--- src/logic/bus_pkg.sv ---
/*
 * Host register bus definitions.
 * Address map, address field helpers and the two views of the write word.
 */

package bus_pkg;

    typedef logic [15:0] addr_t;         // host register address

    // address fields ------------------
    localparam int FIELD_W   = 4;
    localparam int SPACE_LSB = 12;        // space in 15:12
    localparam int CHAN_LSB  = 4;         // channel in 7:4
    localparam int OFF_LSB   = 0;         // offset in 3:0

    localparam logic [3:0] ADDR_MAIN    = 4'h0;
    localparam logic [3:0] OFF_ADC_DATA = 4'd0;
    localparam logic [3:0] OFF_DAC_CTRL = 4'd1;
    localparam logic [3:0] OFF_STATUS   = 4'd0;   // channel 0 only

    // status read word bit positions
    localparam int ST_BOARD_ID_LSB = 24;
    localparam int ST_DISABLE_LSB  = 16;
    localparam int ST_PWR_BIT      = 8;
    localparam int ST_AMP_LSB      = 0;

    // write word, decoded as a current command or as a status write
    typedef union packed {
        struct packed {
            logic [15:0] rsvd;
            logic [15:0] current;
        } cmd;
        struct packed {
            logic [22:0] ign_hi;
            logic        pwr_enable;      // bit 8
            logic [3:0]  ign_lo;
            logic [3:0]  amp_enable;      // per-axis request
        } status;
    } reg_word_u;

    function automatic logic [3:0] addr_space(input addr_t a);
        return a[SPACE_LSB +: FIELD_W];
    endfunction

    function automatic logic [3:0] addr_chan(input addr_t a);
        return a[CHAN_LSB +: FIELD_W];
    endfunction

    function automatic logic [3:0] addr_off(input addr_t a);
        return a[OFF_LSB +: FIELD_W];
    endfunction

endpackage

--- src/logic/motor_pkg.sv ---
/*
 * Motor current path constants.
 * Axis count, current word format and the quad DAC frame layout.
 */

package motor_pkg;

    localparam int NUM_CHANNELS = 4;

    // offset binary, midscale is zero current
    typedef logic [15:0] cur_t;

    localparam cur_t CUR_MID = 16'h8000;

    // quad DAC frame ------------------
    // cmd(4) | channel(4) | data(16), msb first
    localparam int         DAC_FRAME_BITS = 24;
    localparam logic [3:0] DAC_CMD        = 4'd3;   // write and update

endpackage

--- src/logic/cur_cmd_regs.sv ---
/*
 * Commanded-current registers for axes 1 to 4.
 * A block write to the DAC offset requests a DAC update, which is held
 * while the serializer is busy and merged with later requests.
 */

`timescale 1ns/100ps

module cur_cmd_regs (
    input  logic           sysclk,
    input  logic           rst_n,
    input  logic           reg_wen,
    input  logic           blk_wen,
    input  bus_pkg::addr_t reg_waddr,
    input  logic [31:0]    reg_wdata,
    input  logic           dac_busy,
    output motor_pkg::cur_t [motor_pkg::NUM_CHANNELS-1:0] cur_cmd,
    output logic           dac_start
);
    import bus_pkg::*;
    import motor_pkg::*;

    reg_word_u  wr_word;
    logic [3:0] wr_chan;
    logic       dac_wr;       // write to an axis DAC offset
    logic       upd_req;      // pending DAC update
    logic       upd_go;

    assign wr_word = reg_wdata;
    assign wr_chan = addr_chan(reg_waddr);

    // channel 0 and channels above 4 are not axes
    assign dac_wr = reg_wen && (addr_space(reg_waddr) == ADDR_MAIN)
                 && (addr_off(reg_waddr) == OFF_DAC_CTRL)
                 && (wr_chan != 4'd0) && (wr_chan <= NUM_CHANNELS);

    // dac_start still high means busy has not risen yet
    assign upd_go = upd_req && !dac_busy && !dac_start;

    always_ff @(posedge sysclk) begin
        if (!rst_n) begin
            cur_cmd   <= {NUM_CHANNELS{CUR_MID}};
            upd_req   <= 1'b0;
            dac_start <= 1'b0;
        end else begin
            if (dac_wr)
                cur_cmd[wr_chan - 4'd1] <= wr_word.cmd.current;

            if (dac_wr && blk_wen)
                upd_req <= 1'b1;            // merges with a held request
            else if (upd_go)
                upd_req <= 1'b0;

            dac_start <= upd_go;            // one-cycle strobe
        end
    end

endmodule

--- src/logic/dac_serializer.sv ---
/*
 * Serial quad DAC shifter.
 * Snapshots all four commands on dac_start, then sends one 24-bit frame
 * per channel, msb first, with chip select high between frames.
 */

`timescale 1ns/100ps

module dac_serializer #(
    parameter int DAC_SCLK_DIV = 2          // sysclk cycles per sclk half period
) (
    input  logic  sysclk,
    input  logic  rst_n,
    input  logic  dac_start,
    input  motor_pkg::cur_t [motor_pkg::NUM_CHANNELS-1:0] cur_cmd,
    output logic  dac_busy,
    output logic  dac_sclk,
    output logic  dac_mosi,
    output logic  dac_csel
);
    import motor_pkg::*;

    localparam int DIV_W = (DAC_SCLK_DIV > 1) ? $clog2(DAC_SCLK_DIV) : 1;
    localparam int BIT_W = $clog2(DAC_FRAME_BITS);
    localparam int FR_W  = (NUM_CHANNELS > 1) ? $clog2(NUM_CHANNELS) : 1;

    localparam logic [DIV_W-1:0] DIV_LAST   = DIV_W'(DAC_SCLK_DIV - 1);
    localparam logic [BIT_W-1:0] BIT_LAST   = BIT_W'(DAC_FRAME_BITS - 1);
    localparam logic [FR_W-1:0]  FRAME_LAST = FR_W'(NUM_CHANNELS - 1);

    cur_t [NUM_CHANNELS-1:0]   snap;        // commands for this update
    logic [DAC_FRAME_BITS-1:0] shift;
    logic [DIV_W-1:0]          div_cnt;
    logic [BIT_W-1:0]          bit_cnt;
    logic [FR_W-1:0]           frame;
    logic [FR_W-1:0]           nxt_frame;
    logic                      gap;         // second half of the csel-high gap
    logic                      tick;

    function automatic logic [DAC_FRAME_BITS-1:0] frame_word(input logic [3:0] idx,
                                                             input cur_t val);
        return {DAC_CMD, idx, val};
    endfunction

    assign tick      = (div_cnt == DIV_LAST);
    assign nxt_frame = frame + 1'b1;
    assign dac_mosi  = !dac_csel && shift[DAC_FRAME_BITS-1];   // quiet when deselected

    // ------------------------------
    // divider, bit and frame sequencing
    always_ff @(posedge sysclk) begin
        if (!rst_n) begin
            dac_busy <= 1'b0;
            dac_csel <= 1'b1;
            dac_sclk <= 1'b0;
            div_cnt  <= '0;
            bit_cnt  <= '0;
            frame    <= '0;
            gap      <= 1'b0;
        end else if (!dac_busy) begin
            div_cnt <= '0;
            if (dac_start) begin
                dac_busy <= 1'b1;
                dac_csel <= 1'b0;           // first frame opens right away
                bit_cnt  <= '0;
                frame    <= '0;
            end
        end else begin
            div_cnt <= tick ? '0 : div_cnt + 1'b1;
            if (tick && !dac_csel) begin
                dac_sclk <= !dac_sclk;
                if (dac_sclk) begin         // falling edge
                    if (bit_cnt == BIT_LAST) begin
                        dac_csel <= 1'b1;
                        gap      <= 1'b0;
                    end else begin
                        bit_cnt <= bit_cnt + 1'b1;
                    end
                end
            end else if (tick) begin
                gap <= !gap;                // one full sclk period high
                if (gap) begin
                    if (frame == FRAME_LAST) begin
                        dac_busy <= 1'b0;
                    end else begin
                        frame    <= nxt_frame;
                        bit_cnt  <= '0;
                        dac_csel <= 1'b0;
                    end
                end
            end
        end
    end

    // ------------------------------
    // frame data
    always_ff @(posedge sysclk) begin
        if (!dac_busy && dac_start) begin
            snap  <= cur_cmd;
            shift <= frame_word(4'd0, cur_cmd[0]);
        end else if (dac_busy && tick) begin
            if (!dac_csel && dac_sclk && bit_cnt != BIT_LAST)
                shift <= shift << 1;        // next bit while sclk goes low
            else if (dac_csel && gap && frame != FRAME_LAST)
                shift <= frame_word(4'(nxt_frame), snap[nxt_frame]);
        end
    end

endmodule

--- src/logic/safety_check.sv ---
/*
 * Per-axis overcurrent check.
 * Counts consecutive feedback samples above twice the command plus a
 * margin and latches an amplifier disable until it is cleared.
 */

`timescale 1ns/100ps

module safety_check #(
    parameter int              SAFETY_COUNT  = 8,         // bad samples to trip
    parameter motor_pkg::cur_t SAFETY_MARGIN = 16'h0100   // allowed excess
) (
    input  logic            sysclk,
    input  logic            rst_n,
    input  logic            cur_fb_wen,
    input  motor_pkg::cur_t cur_fb,
    input  motor_pkg::cur_t cur_cmd,
    input  logic            clear_disable,
    output logic            amp_disable
);
    import motor_pkg::*;

    localparam int CNT_W = $clog2(SAFETY_COUNT + 1);
    localparam logic [CNT_W-1:0] CNT_MAX = CNT_W'(SAFETY_COUNT);

    logic [15:0]      fb_mag;
    logic [15:0]      cmd_mag;
    logic [17:0]      limit;        // 2*cmd + margin, no overflow
    logic             over;
    logic             smp_vld;      // registered strobe
    logic             smp_bad;
    logic [CNT_W-1:0] viol_cnt;

    // distance from midscale
    function automatic logic [15:0] mag(input cur_t v);
        return v[15] ? (v - CUR_MID) : (CUR_MID - v);
    endfunction

    assign fb_mag  = mag(cur_fb);
    assign cmd_mag = mag(cur_cmd);
    assign limit   = {1'b0, cmd_mag, 1'b0} + 18'(SAFETY_MARGIN);
    assign over    = 18'(fb_mag) > limit;

    always_ff @(posedge sysclk)
        smp_bad <= over;

    always_ff @(posedge sysclk) begin
        if (!rst_n) begin
            smp_vld     <= 1'b0;
            viol_cnt    <= '0;
            amp_disable <= 1'b0;
        end else begin
            smp_vld <= cur_fb_wen;
            if (clear_disable) begin
                amp_disable <= 1'b0;
                viol_cnt    <= '0;
            end else if (smp_vld) begin
                if (!smp_bad) begin
                    viol_cnt <= '0;             // good sample breaks the run
                end else if (viol_cnt != CNT_MAX) begin
                    viol_cnt <= viol_cnt + 1'b1;
                    if (viol_cnt == CNT_MAX - 1'b1)
                        amp_disable <= 1'b1;    // trips as count reaches max
                end
            end
        end
    end

endmodule

--- src/logic/board_status_regs.sv ---
/*
 * Board status register, channel 0.
 * Holds power and amplifier enables, clears safety disables on enable
 * writes and builds the status read word.
 */

`timescale 1ns/100ps

module board_status_regs (
    input  logic           sysclk,
    input  logic           rst_n,
    input  logic [3:0]     wenid,
    input  logic           reg_wen,
    input  bus_pkg::addr_t reg_waddr,
    input  logic [31:0]    reg_wdata,
    input  logic [motor_pkg::NUM_CHANNELS-1:0] amp_disable,
    output logic [motor_pkg::NUM_CHANNELS-1:0] clear_disable,
    output logic           pwr_enable,
    output logic [motor_pkg::NUM_CHANNELS-1:0] amp_enable,
    output logic [31:0]    status_word
);
    import bus_pkg::*;
    import motor_pkg::*;

    reg_word_u               wr_word;
    logic                    st_wr;
    logic [NUM_CHANNELS-1:0] amp_req;     // requested enables

    assign wr_word = reg_wdata;
    assign st_wr   = reg_wen && (addr_space(reg_waddr) == ADDR_MAIN)
                  && (addr_chan(reg_waddr) == 4'd0)
                  && (addr_off(reg_waddr) == OFF_STATUS);

    // enabling an axis, or power, re-arms its safety check
    assign clear_disable = st_wr ? (wr_word.status.amp_enable
                                    | {NUM_CHANNELS{wr_word.status.pwr_enable}})
                                 : '0;

    assign amp_enable = amp_req & ~amp_disable;    // tripped axes masked off

    always_ff @(posedge sysclk) begin
        if (!rst_n) begin
            pwr_enable <= 1'b0;
            amp_req    <= '0;
        end else if (st_wr) begin
            pwr_enable <= wr_word.status.pwr_enable;
            amp_req    <= wr_word.status.amp_enable;
        end
    end

    // ------------------------------
    // status read layout
    always_comb begin
        status_word = '0;
        status_word[ST_BOARD_ID_LSB +: 4]           = ~wenid;  // switch is inverted
        status_word[ST_DISABLE_LSB +: NUM_CHANNELS] = amp_disable;
        status_word[ST_PWR_BIT]                     = pwr_enable;
        status_word[ST_AMP_LSB +: NUM_CHANNELS]     = amp_enable;
    end

endmodule

--- src/logic/reg_read_mux.sv ---
/*
 * Host read path.
 * Latches the converted feedback and selects status, feedback or
 * command data by address; unmapped reads give zero.
 */

`timescale 1ns/100ps

module reg_read_mux (
    input  logic           sysclk,
    input  logic           rst_n,
    input  logic           cur_fb_wen,
    input  motor_pkg::cur_t [motor_pkg::NUM_CHANNELS-1:0] cur_fb,
    input  motor_pkg::cur_t [motor_pkg::NUM_CHANNELS-1:0] cur_cmd,
    input  logic [31:0]    status_word,
    input  bus_pkg::addr_t reg_raddr,
    output logic [31:0]    reg_rdata
);
    import bus_pkg::*;
    import motor_pkg::*;

    cur_t [NUM_CHANNELS-1:0] fb_q;     // last converted feedback
    logic [3:0]              rd_chan;
    logic [3:0]              rd_off;

    assign rd_chan = addr_chan(reg_raddr);
    assign rd_off  = addr_off(reg_raddr);

    always_ff @(posedge sysclk) begin
        if (!rst_n)
            fb_q <= {NUM_CHANNELS{CUR_MID}};
        else if (cur_fb_wen)
            fb_q <= cur_fb;
    end

    always_comb begin
        reg_rdata = '0;
        if (addr_space(reg_raddr) == ADDR_MAIN) begin
            if (rd_chan == 4'd0) begin
                if (rd_off == OFF_STATUS)
                    reg_rdata = status_word;
            end else if (rd_chan <= NUM_CHANNELS) begin
                if (rd_off == OFF_ADC_DATA)
                    reg_rdata = {16'h0, fb_q[rd_chan - 4'd1]};
                else if (rd_off == OFF_DAC_CTRL)
                    reg_rdata = {16'h0, cur_cmd[rd_chan - 4'd1]};
            end
        end
    end

endmodule

--- src/logic/motor_ctrl_top.sv ---
/*
 * Motor controller current path, top level.
 * Command registers, quad DAC serializer, per-axis safety checks,
 * board status register and the host read mux.
 */

`timescale 1ns/100ps

module motor_ctrl_top #(
    parameter int              SAFETY_COUNT  = 8,
    parameter motor_pkg::cur_t SAFETY_MARGIN = 16'h0100,
    parameter int              DAC_SCLK_DIV  = 2
) (
    input  logic                   sysclk,
    input  logic                   rst_n,
    input  logic [3:0]             wenid,       // rotary switch
    input  logic                   reg_wen,
    input  logic                   blk_wen,
    input  bus_pkg::addr_t         reg_waddr,
    input  logic [31:0]            reg_wdata,
    input  bus_pkg::addr_t         reg_raddr,
    output logic [31:0]            reg_rdata,
    input  logic                   cur_fb_wen,  // converted feedback strobe
    input  motor_pkg::cur_t [motor_pkg::NUM_CHANNELS-1:0] cur_fb,
    output logic                   dac_sclk,
    output logic                   dac_mosi,
    output logic                   dac_csel,
    output logic                   pwr_enable,
    output logic [3:0]             amp_enable
);
    import motor_pkg::*;

    cur_t [NUM_CHANNELS-1:0] cur_cmd;
    logic                    dac_start;
    logic                    dac_busy;
    logic [NUM_CHANNELS-1:0] amp_disable;
    logic [NUM_CHANNELS-1:0] clear_disable;
    logic [31:0]             status_word;

    // ------------------------------
    // command path to the DAC
    cur_cmd_regs cmd_regs (
        .sysclk(sysclk), .rst_n(rst_n),
        .reg_wen(reg_wen), .blk_wen(blk_wen),
        .reg_waddr(reg_waddr), .reg_wdata(reg_wdata),
        .dac_busy(dac_busy), .cur_cmd(cur_cmd), .dac_start(dac_start)
    );

    dac_serializer #(.DAC_SCLK_DIV(DAC_SCLK_DIV)) dac (
        .sysclk(sysclk), .rst_n(rst_n),
        .dac_start(dac_start), .cur_cmd(cur_cmd), .dac_busy(dac_busy),
        .dac_sclk(dac_sclk), .dac_mosi(dac_mosi), .dac_csel(dac_csel)
    );

    // ------------------------------
    // safety, one checker per axis
    for (genvar i = 0; i < NUM_CHANNELS; i++) begin : g_safe
        safety_check #(
            .SAFETY_COUNT(SAFETY_COUNT),
            .SAFETY_MARGIN(SAFETY_MARGIN)
        ) safe (
            .sysclk(sysclk), .rst_n(rst_n),
            .cur_fb_wen(cur_fb_wen), .cur_fb(cur_fb[i]), .cur_cmd(cur_cmd[i]),
            .clear_disable(clear_disable[i]), .amp_disable(amp_disable[i])
        );
    end

    board_status_regs chan0 (
        .sysclk(sysclk), .rst_n(rst_n), .wenid(wenid),
        .reg_wen(reg_wen), .reg_waddr(reg_waddr), .reg_wdata(reg_wdata),
        .amp_disable(amp_disable), .clear_disable(clear_disable),
        .pwr_enable(pwr_enable), .amp_enable(amp_enable),
        .status_word(status_word)
    );

    // ------------------------------
    reg_read_mux rd_mux (
        .sysclk(sysclk), .rst_n(rst_n),
        .cur_fb_wen(cur_fb_wen), .cur_fb(cur_fb), .cur_cmd(cur_cmd),
        .status_word(status_word), .reg_raddr(reg_raddr), .reg_rdata(reg_rdata)
    );

endmodule

--- config.mk ---
export PLATFORM = sky130hd
export DESIGN_NAME = motor_ctrl_top
export DESIGN_NICKNAME = d
export VERILOG_FILES = /design/src/logic/bus_pkg.sv /design/src/logic/motor_pkg.sv /design/src/logic/cur_cmd_regs.sv /design/src/logic/dac_serializer.sv /design/src/logic/safety_check.sv /design/src/logic/board_status_regs.sv /design/src/logic/reg_read_mux.sv /design/src/logic/motor_ctrl_top.sv
export SDC_FILE = /design/constraint.sdc
export NUM_CORES = 1
export LEC_CHECK = 0
export BUFFER_PORTS_ARGS = -buffer_cell sky130_fd_sc_hd__buf_2
export CAP_MARGIN = 5
export CORE_MARGIN = 2
export CORE_UTILIZATION = 50
export DETAILED_ROUTE_END_ITERATION = 8
export HOLD_SLACK_MARGIN = 0.12
export PLACE_DENSITY = 0.78
export SETUP_SLACK_MARGIN = 0.4
export SLEW_MARGIN = 10
export SYNTH_ARGS = -nofsm -noshare
export SYNTH_HDL_FRONTEND = slang
export SYNTH_SLANG_ARGS = --single-unit
--- constraint.sdc ---
create_clock -name sysclk -period 9.94 [get_ports sysclk]
set_input_delay 0.497 -clock sysclk [delete_from_list [all_inputs] [get_ports sysclk]]
set_output_delay 0.497 -clock sysclk [all_outputs]
set_load 0.02 [all_outputs]
==> impl_metrics.csv <==
group,metric,value,unit
outcome,outcome,"complete, no violations",
layout,postLayoutCoreUtil,56.3,%
worst_setup_path,cp.required,9.44,ns
sta,slew_headroom,17.7,%
power,power_leakage,6.91,nW
route,ant_nets,0,
job,maxCapViolCount,0,
worst_setup_path,crit_type,"input pin to output port",
logic_synthesis,ys_types,64,
layout,final_cell_mix,"180 x dfxtp_1, 168 x mux2i_1, 146 x nor2_1",
logic_synthesis,synth_simple_gate_area_share,17.8,%
layout,design_area,0.0177,mm2
sta,fmax,253,MHz
layout,finalNetCount,1927,
layout,fill_cells,2717,
logic_synthesis,syn_inst,1614,
route,viasPerCell,5.93,
logic_synthesis,synth-seq-cells,260,
worst_setup_path,critPathLaunchType,"input pin",
route,vias,12600,
clock_tree,htree_levels,1,
sta,grt_setup_unrepaired,"false",
placement,port-buffer-count,144,
power,seqPwrFrac,47.6,%
logic_synthesis,synthAdderAreaFrac,6.54,%
sta,tightest_slew,1.23,ns
route,routedWlPerCell,20.3,um
route,dr.pass1.iters,7,
clock_tree,cts_sinks,260,
sta,setup_viol,0,
layout,stdcell_count,2131,
floorplanning,die-area,0.0332,mm2
logic_synthesis,avgSynthCellArea,9.84,um2
placement,gp_congestion,0.954,
placement,placed_cells,2080,
sta,skew,0.0153,ns
clock_tree,clock_latency,0.55,ns
worst_setup_path,crit_arrival,3.46,ns
global_routing,grt_usage,25.7,%
power,fin_total_pwr,0.00236,W
logic_synthesis,ys_warn_count,0,
placement,dpl_cell_area,0.0168,mm2
floorplanning,start_util,50.6,%
route,drt_iter0_markers,1094,
power,p_int,0.00178,W
logic_synthesis,synth_top_family_by_area,"simple AND/OR/NAND/NOR gates",
clock_tree,cts_buffers,27,
floorplanning,die_w,182,um
worst_setup_path,cp-end-kind,"output port",
sta,post-route-min-period,3.95,ns
power,switching_share,24.7,%
logic_synthesis,synth_compound_area_share,8.35,%
global_routing,grt_max_degree,101,
layout,drive_gt1_share,14.8,%
clock_tree,ctsRootBufferMaster,"clkbuf_16",
global_routing,grt_antenna_before_repair,1,
clock_tree,cts_tree,"done",
power,clkPwrFrac,41.6,%
logic_synthesis,async_flop_share,0,%
logic_synthesis,seq_area_frac_synth,37.8,%
worst_setup_path,r2r_start,"cmd_regs.cur_cmd[36]",
global_routing,grt-ovfl-total,0,
floorplanning,ios,177,
clock_tree,cts_post_setup_buffers_inserted,0,
power,ir_drop,0.136,mV
hold_path,hp-start,"reg_wdata[15]",
hold_path,hp-class,"input pin to register",
global_routing,grt_pass1_wl,66800,um
layout,syn_to_final_growth,11.2,%
power,powerDensity,134,mW/mm2
placement,dpl.hpwl,32200,um
route,drc_errors,0,
clock_tree,cts.path.max_buffers,3,
logic_synthesis,synth_xor_area_share,7.77,%
power,p_sw,0.000584,W
layout,final_common_cell,"dfxtp_1",
layout,multiInputGateArea,0.00928,mm2
floorplanning,rows,65,
global_routing,grt_pass1_vias,12100,
worst_setup_path,cp_max_fo,33,
sta,min_period_over_period,39.8,%
sta,drv_slew,0,
logic_synthesis,synthesis.area,0.0159,mm2
route,finalWirelength,43300,um
logic_synthesis,muxShareOfSynthArea,17.8,%
logic_synthesis,synth_edf_count,80,
floorplanning,die_h,182,um
clock_tree,clk_pin_slew_worst_paths,0.06,ns
power,pwr-share-comb,10.8,%
worst_setup_path,critPathLaunch,"reg_raddr[4]",
logic_synthesis,synthFlopType,"dfxtp_1",
clock_tree,cts_resized,0,
floorplanning,coreArea,0.0314,mm2
sta,hold_violations,0,
clock_tree,hold_buffers,0,
sta,tns,0,ns
layout,regArea,0.00601,mm2
==> logic make-up (layout without fill, tap and decap cells) <==
family / count (synthesis) / count (layout)
AND/OR/NAND/NOR: 540 / 540
flip-flops: 260 / 260
multiplexers: 221 / 221
AO/OA/AOI/OAI: 215 / 215
buffers and inverters: 153 / 260
XOR/XNOR: 141 / 141
adder cells (fa/ha/maj): 83 / 83
other: 1 / 9
==> metal layers <==
metal / up-vias / GRT usage, % / routed length (um)
li1: 5958 / - / -
met1: 6051 / 31.8 / 17300
met2: 500 / 42.9 / 20400
met3: 119 / 4.65 / 3280
met4: 0 / 13.4 / 2400
met5: - / 0 / 0
==> worst max-delay path, stage by stage <==
cell     delay (ns)
buf_2          0.73
inv_1          0.11
ha_1           0.31
buf_4          0.44
mux4_2         0.63
mux2_2         0.31
a21oi_1        0.15
a21oi_1        0.06
buf_2          0.16
==> synthesized netlist by cell type, types with 29 or more instances <==
| master | count | share of area (%) |
|---|---|---|
| a21oi_1 | 86 | 2.7 |
| a31oi_1 | 30 | 1.2 |
| clkbuf_1 | 61 | 1.4 |
| dfxtp_1 | 180 | 23 |
| edfxtp_1 | 80 | 15 |
| ha_1 | 83 | 6.5 |
| inv_1 | 54 | 1.3 |
| mux2i_1 | 168 | 11 |
| mux4_2 | 47 | 6.7 |
| nand2_1 | 84 | 2.0 |
| nor2_1 | 146 | 3.4 |
| nor2b_1 | 140 | 5.5 |
| nor3_1 | 45 | 1.4 |
| nor4_1 | 29 | 1.1 |
| o21ai_0 | 39 | 1.2 |
| xnor2_1 | 70 | 3.9 |
| xor2_1 | 71 | 3.9 |
==> sequential cells by signal (all words and copies together), names as in the netlist, 2 cells and up <==
register,cells
dac.bit_cnt,5
cmd_regs.cur_cmd,64
g_safe.safe.smp_bad,4
g_safe.safe.viol_cnt,16
rd_mux.fb_q,64
dac.shift,24
dac.snap,64
g_safe.safe.amp_disable,4
dac.frame,2
chan0.amp_req,4
==> through the flow <==
stage	hold slack (ns)	setup slack, ns
final	0.237	5.99
after global routing	0.236	5.73
after CTS	0.219	5.96
after detailed placement	0.436	5.94
after global placement	0.414	5.97
after floorplan	0.403	5.38
==> final cells by class <==
class	instances	share of cell area, %
multi-input combinational	1208	52.5
timing repair buffer	154	4.53
inverter	56	1.20
clock buffer	39	4.31
antenna	1	0.0142
sequential	260	34.0
clock inverter	11	0.574
tap	402	2.85
==> worst paths after layout <==
path | depth (start not counted) | endpoint | slack [ns]
setup / recovery | 9 | reg_rdata[2] | 5.99
hold / removal | 3 | cmd_regs.cur_cmd[63] | 0.24
setup reg to reg | 13 | g_safe[2].safe.smp_bad | 6.00
hold reg to reg | 2 | cmd_regs.dac_start | 0.44
==> power groups by stage <==
| stage | logic [W] | clock network [W] | registers, W |
|---|---|---|---|
| 2_1_floorplan | 0.000171 | 0 | 0.00114 |
| 3_3_place_gp | 0.000244 | 0 | 0.00115 |
| 3_5_place_dp | 0.000253 | 0 | 0.00115 |
| 4_1_cts | 0.000254 | 0.000994 | 0.00112 |
| 5_1_grt | 0.000282 | 0.00104 | 0.00113 |
| 6_report | 0.000255 | 0.000985 | 0.00112 |
Note: power is estimated with default switching activity, not from simulation.
